[config.mk]
export PLATFORM = sky130hd
export DESIGN_NAME = i2c_subsystem
export DESIGN_NICKNAME = d
export VERILOG_FILES = /design/src/i2c_pkg.sv /design/src/i2c_subsystem.sv /design/src/sensor_poller.sv /design/src/i2c_arbiter.sv /design/src/i2c_master.sv
export SDC_FILE = /design/constraint.sdc
export NUM_CORES = 1
export LEC_CHECK = 0
export BUFFER_PORTS_ARGS = -buffer_cell sky130_fd_sc_hd__buf_2
export CELL_PAD_IN_SITES_DETAIL_PLACEMENT = 2
export CELL_PAD_IN_SITES_GLOBAL_PLACEMENT = 2
export CORE_UTILIZATION = 38
export CTS_CLUSTER_SIZE = 12
export DETAILED_ROUTE_END_ITERATION = 10
export GPL_TIMING_DRIVEN = 0
export PLACE_DENSITY_LB_ADDON = 0.1
export SKIP_CTS_REPAIR_TIMING = 1
export SLEW_MARGIN = 20
export SYNTH_ARGS = -nofsm -noshare
export SYNTH_HDL_FRONTEND = slang
export SYNTH_SLANG_ARGS = --single-unit
[constraint.sdc]
create_clock -name clk -period 5.6 [get_ports clk]
set_input_delay 0.28 -clock clk [delete_from_list [all_inputs] [get_ports clk]]
set_output_delay 0.28 -clock clk [all_outputs]
set_load 0.03 [all_outputs]
[src/i2c_pkg.sv]
package i2c_pkg;

	localparam int data_bits = 16;
	localparam int div_bits = 8;

	// Data bit counter, holds 0 to data_bits
	localparam int count_bits = $clog2(data_bits) + 1;
	localparam logic [count_bits-1:0] full_count = count_bits'(data_bits);
	localparam logic [count_bits-1:0] half_count = count_bits'(data_bits / 2);

	typedef struct packed {
		logic [6:0] address;
		logic write_n;	// 0 for write
		logic bits16;	// 0 for 8-bit transfer
		logic [data_bits-1:0] wdata;
	} i2c_req_t;

	typedef struct packed {
		logic [data_bits-1:0] rdata;
		logic error;	// Address NACK
	} i2c_res_t;

	typedef enum logic [2:0] {
		idle,
		start_seq,
		wait_first,
		addr_phase,
		ack_phase,
		data_phase,
		wait_last,
		stop
	} master_state_t;

	typedef enum logic {
		owner_host,
		owner_poller
	} owner_t;

endpackage
[src/i2c_subsystem.sv]
`timescale 1ns/1ps

module i2c_subsystem (
	input logic clk,
	input logic reset_n,
	input logic [i2c_pkg::div_bits-1:0] clk_div,
	input logic host_start,
	input i2c_pkg::i2c_req_t host_req,
	output logic host_busy,
	output logic host_done,
	output i2c_pkg::i2c_res_t host_res,
	input logic poll_enable,
	input logic [6:0] poll_address,
	input logic [15:0] poll_period,
	output logic [i2c_pkg::data_bits-1:0] poll_data,
	output logic poll_valid,
	output logic poll_error,
	output logic scl,
	output logic sda_out,
	output logic sda_oe,
	input logic sda_in
);

	logic poll_start;
	logic poll_done;
	i2c_pkg::i2c_req_t poll_req;
	i2c_pkg::i2c_res_t poll_res;

	logic m_start;
	logic m_busy;
	logic m_done;
	i2c_pkg::i2c_req_t m_req;
	i2c_pkg::i2c_res_t m_res;

	sensor_poller sensor_poller_i (
		.clk(clk),
		.reset_n(reset_n),
		.poll_enable(poll_enable),
		.poll_address(poll_address),
		.poll_period(poll_period),
		.poll_start(poll_start),
		.poll_req(poll_req),
		.poll_done(poll_done),
		.poll_res(poll_res),
		.poll_data(poll_data),
		.poll_valid(poll_valid),
		.poll_error(poll_error)
	);

	i2c_arbiter i2c_arbiter_i (
		.clk(clk),
		.reset_n(reset_n),
		.host_start(host_start),
		.host_req(host_req),
		.poll_start(poll_start),
		.poll_req(poll_req),
		.host_busy(host_busy),
		.host_done(host_done),
		.host_res(host_res),
		.poll_done(poll_done),
		.poll_res(poll_res),
		.m_start(m_start),
		.m_req(m_req),
		.m_busy(m_busy),
		.m_done(m_done),
		.m_res(m_res)
	);

	i2c_master i2c_master_i (
		.clk(clk),
		.reset_n(reset_n),
		.start(m_start),
		.req(m_req),
		.clk_div(clk_div),
		.busy(m_busy),
		.done(m_done),
		.res(m_res),
		.scl(scl),
		.sda_out(sda_out),
		.sda_oe(sda_oe),
		.sda_in(sda_in)
	);

endmodule

[src/sensor_poller.sv]
`timescale 1ns/1ps

module sensor_poller (
	input logic clk,
	input logic reset_n,
	input logic poll_enable,
	input logic [6:0] poll_address,
	input logic [15:0] poll_period,
	output logic poll_start,
	output i2c_pkg::i2c_req_t poll_req,
	input logic poll_done,
	input i2c_pkg::i2c_res_t poll_res,
	output logic [i2c_pkg::data_bits-1:0] poll_data,
	output logic poll_valid,
	output logic poll_error
);

	logic [15:0] timer;
	logic waiting;	// Read issued, result not back yet
	logic expire;

	assign expire = (timer == '0);

	// Always a 16-bit register read
	always_comb begin
		poll_req.address = poll_address;
		poll_req.write_n = 1'b1;
		poll_req.bits16 = 1'b1;
		poll_req.wdata = '0;
	end

	always_ff @(posedge clk) begin
		if (!reset_n) begin
			timer <= '0;
			waiting <= 1'b0;
			poll_start <= 1'b0;
			poll_valid <= 1'b0;
			poll_error <= 1'b0;
		end else begin
			poll_start <= 1'b0;

			if (!poll_enable) begin
				timer <= poll_period;	// First poll a full period after enable
			end else if (expire) begin
				timer <= poll_period;
				if (!waiting) begin
					poll_start <= 1'b1;
					waiting <= 1'b1;
				end
			end else begin
				timer <= timer - 1'b1;
			end

			if (poll_done) begin
				waiting <= 1'b0;
				if (poll_res.error) begin
					poll_error <= 1'b1;
				end else begin
					poll_valid <= 1'b1;
					poll_error <= 1'b0;
				end
			end
		end
	end

	// Last good value, kept across a NACK
	always_ff @(posedge clk) begin
		if (poll_done && !poll_res.error)
			poll_data <= poll_res.rdata;
	end

endmodule

[src/i2c_arbiter.sv]
`timescale 1ns/1ps

module i2c_arbiter (
	input logic clk,
	input logic reset_n,
	input logic host_start,
	input i2c_pkg::i2c_req_t host_req,
	input logic poll_start,
	input i2c_pkg::i2c_req_t poll_req,
	output logic host_busy,
	output logic host_done,
	output i2c_pkg::i2c_res_t host_res,
	output logic poll_done,
	output i2c_pkg::i2c_res_t poll_res,
	output logic m_start,
	output i2c_pkg::i2c_req_t m_req,
	input logic m_busy,
	input logic m_done,
	input i2c_pkg::i2c_res_t m_res
);

	logic host_pend;
	logic poll_pend;
	logic granted;	// Transfer handed out, waiting for m_done
	i2c_pkg::i2c_req_t host_req_q;
	i2c_pkg::i2c_req_t poll_req_q;
	i2c_pkg::i2c_req_t host_sel;
	i2c_pkg::i2c_req_t poll_sel;
	i2c_pkg::i2c_res_t host_res_q;
	i2c_pkg::owner_t last_owner;
	i2c_pkg::owner_t pick;

	logic host_accept;
	logic host_want;
	logic poll_want;
	logic grant;

	assign host_accept = host_start && !host_busy;	// Strobe while busy is dropped
	assign host_want = host_pend || host_accept;
	assign poll_want = poll_pend || poll_start;
	assign grant = !m_busy && !granted && (host_want || poll_want);

	assign host_sel = host_pend ? host_req_q : host_req;
	assign poll_sel = poll_pend ? poll_req_q : poll_req;

	// Round robin when both wait
	always_comb begin
		if (host_want && poll_want)
			pick = (last_owner == i2c_pkg::owner_host) ? i2c_pkg::owner_poller : i2c_pkg::owner_host;
		else if (host_want)
			pick = i2c_pkg::owner_host;
		else
			pick = i2c_pkg::owner_poller;
	end

	assign host_done = m_done && (last_owner == i2c_pkg::owner_host);
	assign poll_done = m_done && (last_owner == i2c_pkg::owner_poller);
	assign host_res = host_done ? m_res : host_res_q;
	assign poll_res = m_res;

	always_ff @(posedge clk) begin
		if (!reset_n) begin
			host_pend <= 1'b0;
			poll_pend <= 1'b0;
			granted <= 1'b0;
			m_start <= 1'b0;
			host_busy <= 1'b0;
			last_owner <= i2c_pkg::owner_poller;	// Host wins the first tie
		end else begin
			m_start <= grant;
			if (host_accept)
				host_busy <= 1'b1;
			else if (host_done)
				host_busy <= 1'b0;
			if (grant) begin
				granted <= 1'b1;
				last_owner <= pick;
			end else if (m_done) begin
				granted <= 1'b0;
			end
			host_pend <= host_want && !(grant && pick == i2c_pkg::owner_host);
			poll_pend <= poll_want && !(grant && pick == i2c_pkg::owner_poller);
		end
	end

	always_ff @(posedge clk) begin
		if (host_accept)
			host_req_q <= host_req;
		if (poll_start)
			poll_req_q <= poll_req;
		if (grant)
			m_req <= (pick == i2c_pkg::owner_host) ? host_sel : poll_sel;
		if (host_done)
			host_res_q <= m_res;
	end

endmodule

[src/i2c_master.sv]
`timescale 1ns/1ps

module i2c_master (
	input logic clk,
	input logic reset_n,
	input logic start,
	input i2c_pkg::i2c_req_t req,
	input logic [i2c_pkg::div_bits-1:0] clk_div,
	output logic busy,
	output logic done,
	output i2c_pkg::i2c_res_t res,
	output logic scl,
	output logic sda_out,
	output logic sda_oe,
	input logic sda_in
);

	i2c_pkg::master_state_t state;

	logic read_q;
	logic bits16_q;
	logic [i2c_pkg::div_bits-1:0] div_q;
	logic [i2c_pkg::div_bits-1:0] cnt;
	logic [i2c_pkg::div_bits-1:0] half_cnt;
	logic [i2c_pkg::div_bits-1:0] mid_cnt;
	logic [7:0] addr_sr;
	logic [2:0] addr_left;
	logic [i2c_pkg::data_bits-1:0] data_sr;
	logic [i2c_pkg::count_bits-1:0] data_left;

	logic load;
	logic at_zero;
	logic at_half;
	logic at_mid;

	assign half_cnt = div_q >> 1;	// SCL rises
	assign mid_cnt = half_cnt + (half_cnt >> 1);	// Middle of SCL low

	assign load = (state == i2c_pkg::idle) && start;
	assign at_zero = (cnt == '0);	// SCL falls
	assign at_half = (cnt == half_cnt);
	assign at_mid = (cnt == mid_cnt);

	// Address and data shifters, loaded at start
	always_ff @(posedge clk) begin
		if (load) begin
			read_q <= req.write_n;
			bits16_q <= req.bits16;
			div_q <= clk_div;
			addr_sr <= {req.address, req.write_n};
			if (req.write_n)
				data_sr <= '0;
			else if (req.bits16)
				data_sr <= req.wdata;
			else
				data_sr <= {req.wdata[i2c_pkg::data_bits/2-1:0],
					{(i2c_pkg::data_bits/2){1'b0}}};	// Byte sent from the top
		end else begin
			if (at_mid && (state == i2c_pkg::wait_first || state == i2c_pkg::addr_phase))
				addr_sr <= addr_sr << 1;
			if (state == i2c_pkg::data_phase) begin
				if (at_mid && !read_q)
					data_sr <= data_sr << 1;
				if (at_half && read_q)
					data_sr <= {data_sr[i2c_pkg::data_bits-2:0], sda_in};
			end
		end
	end

	always_ff @(posedge clk) begin
		if (!reset_n) begin
			state <= i2c_pkg::idle;
			busy <= 1'b0;
			done <= 1'b0;
			res <= '0;
			scl <= 1'b1;
			sda_out <= 1'b1;
			sda_oe <= 1'b1;
			cnt <= '0;
			addr_left <= '0;
			data_left <= '0;
		end else begin
			done <= 1'b0;
			cnt <= at_zero ? div_q - 1'b1 : cnt - 1'b1;

			case (state)
				i2c_pkg::idle: begin
					scl <= 1'b1;
					sda_out <= 1'b1;
					sda_oe <= 1'b1;
					if (start) begin
						busy <= 1'b1;
						cnt <= clk_div - 1'b1;
						state <= i2c_pkg::start_seq;
					end
				end

				i2c_pkg::start_seq: begin
					if (at_half)
						sda_out <= 1'b0;	// Start condition, SDA falls with SCL high
					if (at_zero) begin
						scl <= 1'b0;
						state <= i2c_pkg::wait_first;
					end
				end

				i2c_pkg::wait_first: begin
					if (at_mid) begin
						sda_out <= addr_sr[7];
						addr_left <= 3'd7;
					end
					if (at_half) begin
						scl <= 1'b1;
						state <= i2c_pkg::addr_phase;
					end
				end

				i2c_pkg::addr_phase: begin
					if (at_zero) begin
						scl <= 1'b0;
						if (addr_left == '0)
							state <= i2c_pkg::ack_phase;
					end
					if (at_mid) begin
						sda_out <= addr_sr[7];
						addr_left <= addr_left - 1'b1;
					end
					if (at_half)
						scl <= 1'b1;
				end

				i2c_pkg::ack_phase: begin
					if (at_mid)
						sda_oe <= 1'b0;	// Target drives ACK
					if (at_half) begin
						scl <= 1'b1;
						if (sda_in) begin
							// NACK ends without stop
							busy <= 1'b0;
							done <= 1'b1;
							res <= '{rdata: '0, error: 1'b1};
							state <= i2c_pkg::idle;
						end else begin
							data_left <= bits16_q ? i2c_pkg::full_count : i2c_pkg::half_count;
							state <= i2c_pkg::data_phase;
						end
					end
				end

				i2c_pkg::data_phase: begin
					if (at_zero) begin
						scl <= 1'b0;
						if (data_left == '0)
							state <= i2c_pkg::wait_last;
					end
					if (at_mid && !read_q) begin
						sda_oe <= 1'b1;
						sda_out <= data_sr[i2c_pkg::data_bits-1];
					end
					if (at_half) begin
						scl <= 1'b1;
						data_left <= data_left - 1'b1;
					end
				end

				i2c_pkg::wait_last: begin
					if (at_mid) begin
						sda_oe <= 1'b1;
						sda_out <= 1'b0;	// Low ahead of stop
					end
					if (at_half) begin
						scl <= 1'b1;
						state <= i2c_pkg::stop;
					end
				end

				i2c_pkg::stop: begin
					if (at_zero) begin
						sda_out <= 1'b1;	// Stop condition
						busy <= 1'b0;
						done <= 1'b1;
						res <= '{rdata: data_sr, error: 1'b0};
						state <= i2c_pkg::idle;
					end
				end

				default: state <= i2c_pkg::idle;
			endcase
		end
	end

endmodule

==> results of run 1 <==
[cells in the mapped netlist (3+ instances only)]
library cell	number
a211o_1	3
a211oi_1	25
a21oi_1	41
a22oi_1	16
a311oi_1	5
and3_1	3
buf_1	5
clkbuf_1	30
dfxtp_1	84
edfxtp_1	107
ha_1	15
inv_1	21
mux2_2	17
mux2i_1	34
nand2_1	74
nand2b_1	8
nand3_1	21
nand4_1	3
nor2_1	85
nor2b_1	17
nor3_1	16
nor4_1	8
o21ai_0	19
o21ai_1	3
o31ai_1	11
or2_2	3
or3_1	3
xnor2_1	26
xor2_1	12
[sequential cells by signal (all words and copies together) (netlist names), 8 cells and up]
register / cells
i2c_arbiter_i.host_req_q: 25
i2c_arbiter_i.m_req: 25
i2c_arbiter_i.host_res_q: 17
i2c_master_i.res: 17
i2c_master_i.data_sr: 16
sensor_poller_i.poll_data: 16
sensor_poller_i.timer: 16
i2c_master_i.addr_sr: 8
i2c_master_i.cnt: 8
i2c_master_i.div_q: 8
[per-stage QoR]
stage | instance area, um^2 | hold WS (ps) | instances | power, mW | util, %
after floorplan | 8419 | 378.9 | 757 | 2.292 | -
after global placement | 9270 | 441.0 | 1137 | 2.503 | 42.61
after detailed placement | 9295 | 436.7 | 1138 | 2.552 | 42.72
after CTS | 9852 | 4.037 | 1170 | 3.736 | 45.28
after global routing | 9852 | 10.90 | 1170 | 3.870 | 45.28
final | 9852 | 24.43 | 1170 | 3.698 | 45.28
[final cells by class]
cell class | count | share of cell area, %
buffer | 40 | 1.740
clock buffer | 18 | 4.394
inverter | 21 | 0.8001
tap | 280 | 3.556
clock inverter | 14 | 1.257
multi-input combinational | 505 | 33.38
timing repair buffer | 101 | 5.194
sequential | 191 | 49.68
[layer usage]
metal | global-route usage [%] | part of all wire (%) | routed length [um] | vias to the layer above
li1 | - | - | - | 2978
met1 | 27.30 | 45 | 10500 | 3113
met2 | 37.89 | 51 | 11890 | 111
met3 | 3.825 | 2.9 | 677 | 27
met4 | 6.000 | 1.4 | 329 | 0
met5 | 0 | 0 | 0 | -
[report_power, final]
group          total (mW)  internal, mW  switching [mW]
clock                1.17         0.590           0.583
sequential           1.72          1.62          0.0975
combinational       0.804         0.306           0.497
[how the worst max path moves through the flow]
stage	from	end	slack (ps)	cells after the start
CTS	i2c_master_i.div_q[2]$_DFFE_PP_	i2c_master_i.addr_sr[6]$_DFFE_PP_	1920	9
global route	i2c_master_i.div_q[2]$_DFFE_PP_	i2c_master_i.addr_sr[1]$_DFFE_PP_	1780	9
detailed placement	i2c_master_i.div_q[2]$_DFFE_PP_	i2c_master_i.addr_sr[3]$_DFFE_PP_	1970	9
floorplan	i2c_master_i.div_q[2]$_DFFE_PP_	i2c_master_i.data_sr[0]$_DFFE_PP_	1630	9
finish	i2c_master_i.div_q[2]$_DFFE_PP_	i2c_master_i.addr_sr[3]$_DFFE_PP_	1950	9
global placement	i2c_master_i.div_q[2]$_DFFE_PP_	i2c_master_i.data_sr[13]$_DFFE_PP_	660	9
[cells by family after synthesis]
family          Yosys count
simple gates            254
flops                   191
compound gates          144
buf+inv                  61
mux                      52
xor+xnor                 39
fa+ha+maj                16
==> run metrics, run 1 <==
CTS clk-pin slew, worst paths 80 ps; Register Area 4895 um^2; max-cap viol count 0; cell area after synthesis 8419 um^2; mean post-synth cell area 11.12 um^2; final setup margin 1948 ps; Fin. Hold Viols 0; DR vias 6229; hold_sp host_req[23]; Clock Sinks 191; slowest cell on the critical path nor4_4; # port buffers 100; Post-Synth Simple-Gate Area 14.34%; Post-Syn Instances 757; worst r2r src i2c_master_i.div_q[2]$_DFFE_PP_; Synth Area in Compound Gates 11.49%; number of synthesized register bits 191; area of the multi-input gates 3288 um^2; num ports 101; most frequent cells in the layout 107 x edfxtp_1, 102 x buf_2, 84 x nor2_1, 84 x dfxtp_1, 74 x nand2_1; Final HPWL DP 17390 um; Worst Tran Pin Value 1104 ps; Adder-Cell Fraction of Synth Area 2.467%; worst skew pair latency 440 ps; Final Net Count 954; initial antenna violation count 0; Die Y 150.9 um; Setup CP Type reg2reg; Cell Chain, Critical Path ha_1 > fa_1 > xnor2_1 > o22ai_1 > a211oi_1 > nand4_1 > nor4_4 > nand2_1 > nand2_1; Rows 54; Setup TNS Final 0 ps; Overflow after GRT 0; Netlist cell types 66; main area contributors after synthesis edfxtp_1 38%, dfxtp_1 20%, mux2i_1 4.0%, nor2_1 3.8%, nand2_1 3.3%; CP most frequent cell nand2_1; share of the synthesized area in the top cell type 38.16%; Total Wirelength 23390 um; Die Span X 150.9 um; number of enable flip-flop cells after synthesis 107; main flop type after synthesis edfxtp_1; starting density of the core 38.70%; Avg Vias per Cell 5.324; CTS buffer count 17; Setup Viol. Count Final 0; LEAKAGE 3.728 nW; pwr dens 375.3 nW/um^2; Avg WL per Cell 19.99 um; core area 21760 um^2; DR iter-0 viols 245; commonest non-fill, non-tap cell in the layout edfxtp_1; VDD IR max 0.2548 mV; Final GP Congestion 0.8386; Worst EP arrival 3760 ps; r2r worst-path depth 9; Largest delay share family, worst path simple AND/OR/NAND/NOR gates; global-route wire length before repair 37380 um; CTS tree yes; Startpoint Class flip-flop; status finished clean; hold crit path type in2reg; vias in the first global route 6844; Place WS 1971 ps; XOR/XNOR Fraction of Synth Area 4.146%; worst reg2reg setup slack 1950 ps; CP required 5710 ps; post-synth top area cell edfxtp_1; area growth from synthesis to layout 17.02%; Max Fclk 273.8 MHz; main combinational cell family by area after synthesis simple AND/OR/NAND/NOR gates; final setup skew 11.08 ps; Antenna diodes 0; Layout fillers 2262; crit share post-route 65.22%; crit-path max cell delay 610 ps; yosys warns 0; hold depth 1; Critical Path Fanout Max 9; number of buffers and inverters on the critical path 0; minimum clock period 3652 ps; syn_nets 834; CTS H-tree depth 4; GRT Overall Usage 21.65%; largest net degree at the start of global routing 28; FF-to-FF End i2c_master_i.addr_sr[3]$_DFFE_PP_; DRC errors left 0; Slew Viols, Final 0; remaining antenna violation count 0; max_slew headroom 26.40%; multiplexer area fraction after synthesis 6.450%; RSZ-0062 raised after global routing false; Worst setup EP type flip-flop; layout cell share with drive strength beyond 1 19.66%; post-synthesis sequential area ratio 58.14%; Clk Tree Root Cell clkbuf_16; drt first pass iters 4; Worst Hold End i2c_arbiter_i.host_req_q[23]$_DFFE_PP_; FFs w/ async S/R, synth 0%; clock buffer depth 2; die area 22760 um^2
Note: power is estimated with default switching activity, not from simulation.
==> run 2: changes to the inputs <==
CORE_UTILIZATION = 35   (was 38)
clock period = 2.94 ns   (was 5.6 ns; I/O delays follow)
==> run metrics, run 2 (same netlist as run 1, synthesis figures left out) <==
minimum clock period 2951 ps (-701.0 ps); failing checks negative hold slack, negative setup slack; CP required 3090 ps (-2620 ps); DRC errors left 0 (unchanged); Die Span X 157.1 um (+4.1%); fin cells 1264 (+8.0%); Max Fclk 338.8 MHz (+24%); Worst setup EP type flip-flop; layout cell share with drive strength beyond 1 20.32% (+0.65 points); Final HPWL DP 17200 um (-1.1%); Hold WS -7.851 ps (-32.28 ps); CTS H-tree depth 4 (unchanged); Critical Path Fanout Max 16 (+7); RSZ-0062 raised after global routing true; status finished, violations left; Clock Sinks 191 (unchanged); core area 23540 um^2 (+8.2%); Overflow after GRT 0 (unchanged); most frequent cells in the layout 107 x edfxtp_1, 102 x buf_2, 84 x nor2_1, 84 x dfxtp_1, 73 x nand2_1; Startpoint Class flip-flop; Setup Viol. Count Final 16 (+16); vias in the first global route 6706 (-2.0%); CTS tree yes; num ports 101 (unchanged); DP Area 9353 um^2 (+0.62%); area growth from synthesis to layout 25.18%; DR iter-0 viols 241 (-1.6%); Final Net Count 1009 (+5.8%); area of the multi-input gates 3344 um^2 (+1.7%); Final GP Congestion 0.7927 (-5.5%); Final Cell Area 10540 um^2 (+7.0%); Worst Tran Pin Value 1043 ps (-60.75 ps); Layout fillers 2499 (+10%); Worst EP arrival 3100 ps (-660 ps); DR vias 6389 (+2.6%); commonest non-fill, non-tap cell in the layout edfxtp_1; # port buffers 100 (unchanged); pwr dens 687.1 nW/um^2 (+83%); max_slew headroom 30.45% (+4.0 points); largest registers i2c_arbiter_i.host_req_q: 25 flops, i2c_arbiter_i.m_req: 25 flops; clock buffer depth 2 (unchanged); Total Wirelength 24190 um (+3.4%); Antenna diodes 0 (unchanged); Avg WL per Cell 19.13 um (-4.3%); LEAKAGE 3.998 nW (+7.2%); Rows 56 (+3.7%); largest net degree at the start of global routing 28 (unchanged); Register Area 4895 um^2 (unchanged); Avg Vias per Cell 5.055 (-5.1%); crit share post-route 100.4% (+35 points); worst skew pair latency 440 ps (about the same); GRT Overall Usage 19.74% (-1.9 points); CTS buffer count 17 (unchanged); Slew Viols, Final 0 (unchanged); Clk Tree Root Cell clkbuf_16; final setup skew 13.27 ps (+2.188 ps); remaining antenna violation count 0 (unchanged); hold crit path type in2reg; CTS clk-pin slew, worst paths 80 ps (about the same); drt first pass iters 4 (unchanged); Die Y 157.1 um (+4.1%); starting density of the core 35.76% (-2.9 points); initial antenna violation count 0 (unchanged); max-cap viol count 0 (unchanged); VDD IR max 0.3061 mV (+20%); Fin. Hold Viols 3 (+3); Placed Cells 1176 (+3.3%); global-route wire length before repair 36960 um (-1.1%); final setup margin -11.18 ps (-1959 ps); die area 24680 um^2 (+8.5%); Setup CP Type reg2reg
-- run 2: changes by cell type in the layout (fill, tap and decap cells not counted), moves of 2 or more --
cell and delta:
o21ai_1 +2, buf_4 +8, inv_8 +3, o21ai_0 -2, inv_6 -3, dlygate4sd3_1 +46
clkinv_8 +2
-- run 2: routing by layer --
| layer | up-vias | share of wire (%) | track usage [%] |
|---|---|---|---|
| met4 | 0 | 0.91 | 4.300 |
| met3 | 15 | 2.3 | 3.965 |
| met1 | 3200 | 46 | 25.22 |
| met2 | 97 | 50 | 34.35 |
| li1 | 3077 | - | - |
| met5 | - | 0 | 0 |
-- run 2: cell type report --
type / instances / area share (%)
Multi-Input combinational cell: 505 / 31.73
Clock inverter: 13 / 1.353
Buffer: 40 / 1.638
Tap cell: 319 / 3.787
Timing Repair Buffer: 156 / 9.985
Clock buffer: 19 / 4.310
Sequential cell: 191 / 46.44
Inverter: 21 / 0.7479
-- run 2: per-stage QoR --
stage	hold WS, ps	setup TNS, ps	power [mW]	utilization, %	setup WS, ps
final	-7.851	-122.4	7.241	44.77	-11.18
after global routing	0.9211	-2978	7.606	44.77	-141.0
after CTS	-128.6	-14690	7.219	42.26	-691.3
after detailed placement	338.9	-14080	4.867	39.73	-661.8
after global placement	337.2	-12130	4.791	39.69	-581.3
after floorplan	245.9	0	4.375	-	20.28
-- run 2: final timing paths --
check,startpoint,endpoint,slack (ps),cells after the start
max reg2reg,i2c_master_i.div_q[2]$_DFFE_PP_,i2c_master_i.data_sr[14]$_DFFE_PP_,-10,11
max,i2c_master_i.div_q[2]$_DFFE_PP_,i2c_master_i.data_sr[14]$_DFFE_PP_,-10,11
min,poll_period[13],sensor_poller_i.timer[13]$_SDFF_PN0_,-8,3
min reg2reg,sensor_poller_i.waiting$_SDFFE_PP0P_,sensor_poller_i.poll_start$_SDFF_PN0_,440,1
-- run 2: critical path: stages (launching register included) --
cell and delay [ps]:
edfxtp_1 480, ha_2 240, fa_2 390, xnor2_2 170, buf_4 140, a211oi_2 220, nand4_1 180, nor4_4 260
buf_6 180, mux2i_4 70, o21ai_4 150, buf_12 170
-- run 2: where the power goes --
part	switching [mW]	leakage, nW	internal, mW
combinational	0.977	2.00	0.659
clock	1.14	0.290	1.19
sequential	0.186	1.70	3.09
total	2.30	4.00	4.94
==> run 3: changes to the inputs <==
--- a/constraint.sdc
+++ b/constraint.sdc
@@ -3,2 +3,2 @@
 set_output_delay 0.147 -clock clk [all_outputs]
-set_load 0.03 [all_outputs]
+set_load 0.01 [all_outputs]
==> run metrics, run 3 (same netlist as run 1, synthesis figures left out) <==
final setup margin -43.67 ps (-32.48 ps); initial antenna violation count 0 (unchanged); vias in the first global route 6738 (+0.48%); CTS H-tree depth 4 (unchanged); Setup CP Type reg2reg; status finished, violations left; failing checks negative hold slack, negative setup slack; clock buffer depth 2 (unchanged); Die Y 157.1 um (unchanged); Final GP Congestion 0.7943 (+0.20%); CTS buffer count 17 (unchanged); CP required 3090 ps (about the same); pwr dens 691.8 nW/um^2 (+0.69%); Die Span X 157.1 um (unchanged); largest registers i2c_arbiter_i.host_req_q: 25 flops, i2c_arbiter_i.m_req: 25 flops; DR iter-0 viols 210 (-13%); crit-path max cell delay 510 ps (+30 ps); Setup Viol. Count Final 16 (unchanged); largest net degree at the start of global routing 28 (unchanged); Overflow after GRT 0 (unchanged); num ports 101 (unchanged); Clk Tree Root Cell clkbuf_16; max-cap viol count 0 (unchanged); Clock Sinks 191 (unchanged); Layout fillers 2467 (-1.3%); Max Fclk 335.2 MHz (-1.1%); minimum clock period 2984 ps (+32.48 ps); FF-to-FF End i2c_master_i.data_sr[13]$_DFFE_PP_; worst r2r src i2c_master_i.div_q[2]$_DFFE_PP_; drt first pass iters 4 (unchanged); DR vias 6445 (+0.88%); internal power 4.963 mW (+0.48%); worst skew pair latency 440 ps (about the same); worst reg2reg setup slack -40 ps (-30 ps); Avg Vias per Cell 5.115 (+1.2%); part of the power in the clock network 32.7% (+0.5 points); most frequent cells in the layout 107 x edfxtp_1, 102 x buf_2, 84 x nor2_1, 84 x dfxtp_1, 73 x nand2_1; Worst EP arrival 3130 ps (+30 ps); r2r worst-path depth 11 (unchanged); Worst setup EP type flip-flop; area growth from synthesis to layout 24.57%; GRT Overall Usage 19.91% (+0.17 points); Hold WS -19.21 ps (-11.35 ps); Antenna diodes 0 (unchanged); core area 23540 um^2 (unchanged); # port buffers 100 (unchanged); Total Wirelength 24400 um (+0.88%); hold crit path type in2reg; Slew Viols, Final 0 (unchanged); crit share post-route 101.5% (+1.1 points); layout cell share with drive strength beyond 1 20.19% (-0.13 points); DRC errors left 0 (unchanged); final setup skew 13.93 ps (+0.6596 ps); Worst Tran Pin Value 1046 ps (+2.537 ps); max_slew headroom 30.21% (-0.25 points); Final Cell Area 10490 um^2 (-0.49%); Cell Chain, Critical Path ha_4 > fa_2 > xnor2_2 > o22ai_1 > a211oi_2 > nand4_1 > nor4_4 > buf_6 > mux2i_1 > o21ai_4 > buf_12; global-route wire length before repair 37260 um (+0.82%); Final Net Count 1005 (-0.40%); commonest non-fill, non-tap cell in the layout edfxtp_1; Fin. Hold Viols 6 (+3); CTS clk-pin slew, worst paths 80 ps (about the same); die area 24680 um^2 (unchanged); crit path from i2c_master_i.div_q[2]$_DFFE_PP_; slowest cell on the critical path edfxtp_1; DP Area 9364 um^2 (+0.12%); P_sw 2.292 mW (-0.41%); LEAKAGE 3.987 nW (-0.26%); Final HPWL DP 17170 um (-0.17%); RSZ-0062 raised after global routing true; VDD IR max 0.4031 mV (+32%); Worst Setup EP i2c_master_i.data_sr[13]$_DFFE_PP_; Avg WL per Cell 19.36 um (+1.2%); Critical Path Fanout Max 16 (unchanged); Rows 56 (unchanged); Startpoint Class flip-flop; switching portion of total power 31.60% (-0.19 points); logic gate share of total power 22.2% (-0.4 points); remaining antenna violation count 0 (unchanged); CTS tree yes; starting density of the core 35.76% (unchanged); Flop pwr share 45.2% (about the same)
[run 3: cell count changes in the layout (fill, tap and decap cells not counted), moves of 2 or more]
| cell | change |
|---|---|
| dlygate4sd3_1 | -5 |
| inv_6 | +3 |
| o21ai_1 | -2 |
| o21ai_0 | +2 |
| inv_8 | -2 |
[run 3: how the worst min path moves through the flow]
stage / startpoint / to / depth (start not counted)
floorplan: host_req[0] / i2c_arbiter_i.host_req_q[0]$_DFFE_PP_ / 0
global placement: host_req[20] / i2c_arbiter_i.host_req_q[20]$_DFFE_PP_ / 1
detailed placement: host_req[22] / i2c_arbiter_i.host_req_q[22]$_DFFE_PP_ / 1
CTS: host_req[22] / i2c_arbiter_i.host_req_q[22]$_DFFE_PP_ / 1
global route: poll_period[4] / sensor_poller_i.timer[4]$_SDFF_PN0_ / 3
finish: poll_period[11] / sensor_poller_i.timer[11]$_SDFF_PN0_ / 3
[run 3: power groups by stage]
stage / registers [mW] / logic (mW) / clock network (mW)
after CTS: 3.28 / 1.54 / 2.43
after global routing: 3.30 / 1.78 / 2.52
after detailed placement: 3.34 / 1.52 / 0
after floorplan: 3.26 / 1.10 / 0
after global placement: 3.33 / 1.45 / 0
final: 3.28 / 1.61 / 2.37
[run 3: cell type report]
class                           count  area [um^2]  share of cell area [%]
Buffer                             40        172.7                   1.646
Clock buffer                       18        429.2                   4.092
Clock inverter                     14        168.9                   1.611
Inverter                           21        78.83                  0.7516
Multi-Input combinational cell    505         3331                   31.76
Sequential cell                   191         4895                   46.67
Tap cell                          319        399.1                   3.806
Timing Repair Buffer              152         1013                   9.664
[run 3: critical path: cells and delay by family (launching register included)]
| family | cells | cell delay [ps] |
|---|---|---|
| xor gates and xnor gates | 1 | 210 |
| DFF | 1 | 510 |
| and+or+nand+nor | 2 | 420 |
| buffers and inverters | 2 | 340 |
| muxes | 1 | 110 |
| AOI/OAI and AO/OA | 3 | 500 |
| adders and majority gates | 2 | 600 |
[run 3: layer usage]
layer	global-route usage, %	wire length [um]	up-vias
li1	-	-	3083
met1	25.11	11080	3229
met2	34.81	12330	106
met3	3.166	628	27
met4	6.241	361	0
met5	0	0	-
[run 3: through the flow]
stage	setup TNS [ps]	worst slack, ps	instances	utilization (%)	total power [mW]
6_report	-650.5	-43.67	1260	44.55	7.255
5_1_grt	-4268	-209.2	1260	44.55	7.604
4_1_cts	-16290	-732.8	1209	42.32	7.258
3_5_place_dp	-14900	-684.1	1177	39.77	4.856
3_3_place_gp	-40830	-737.1	1176	39.68	4.780
2_1_floorplan	0	20.28	757	-	4.364
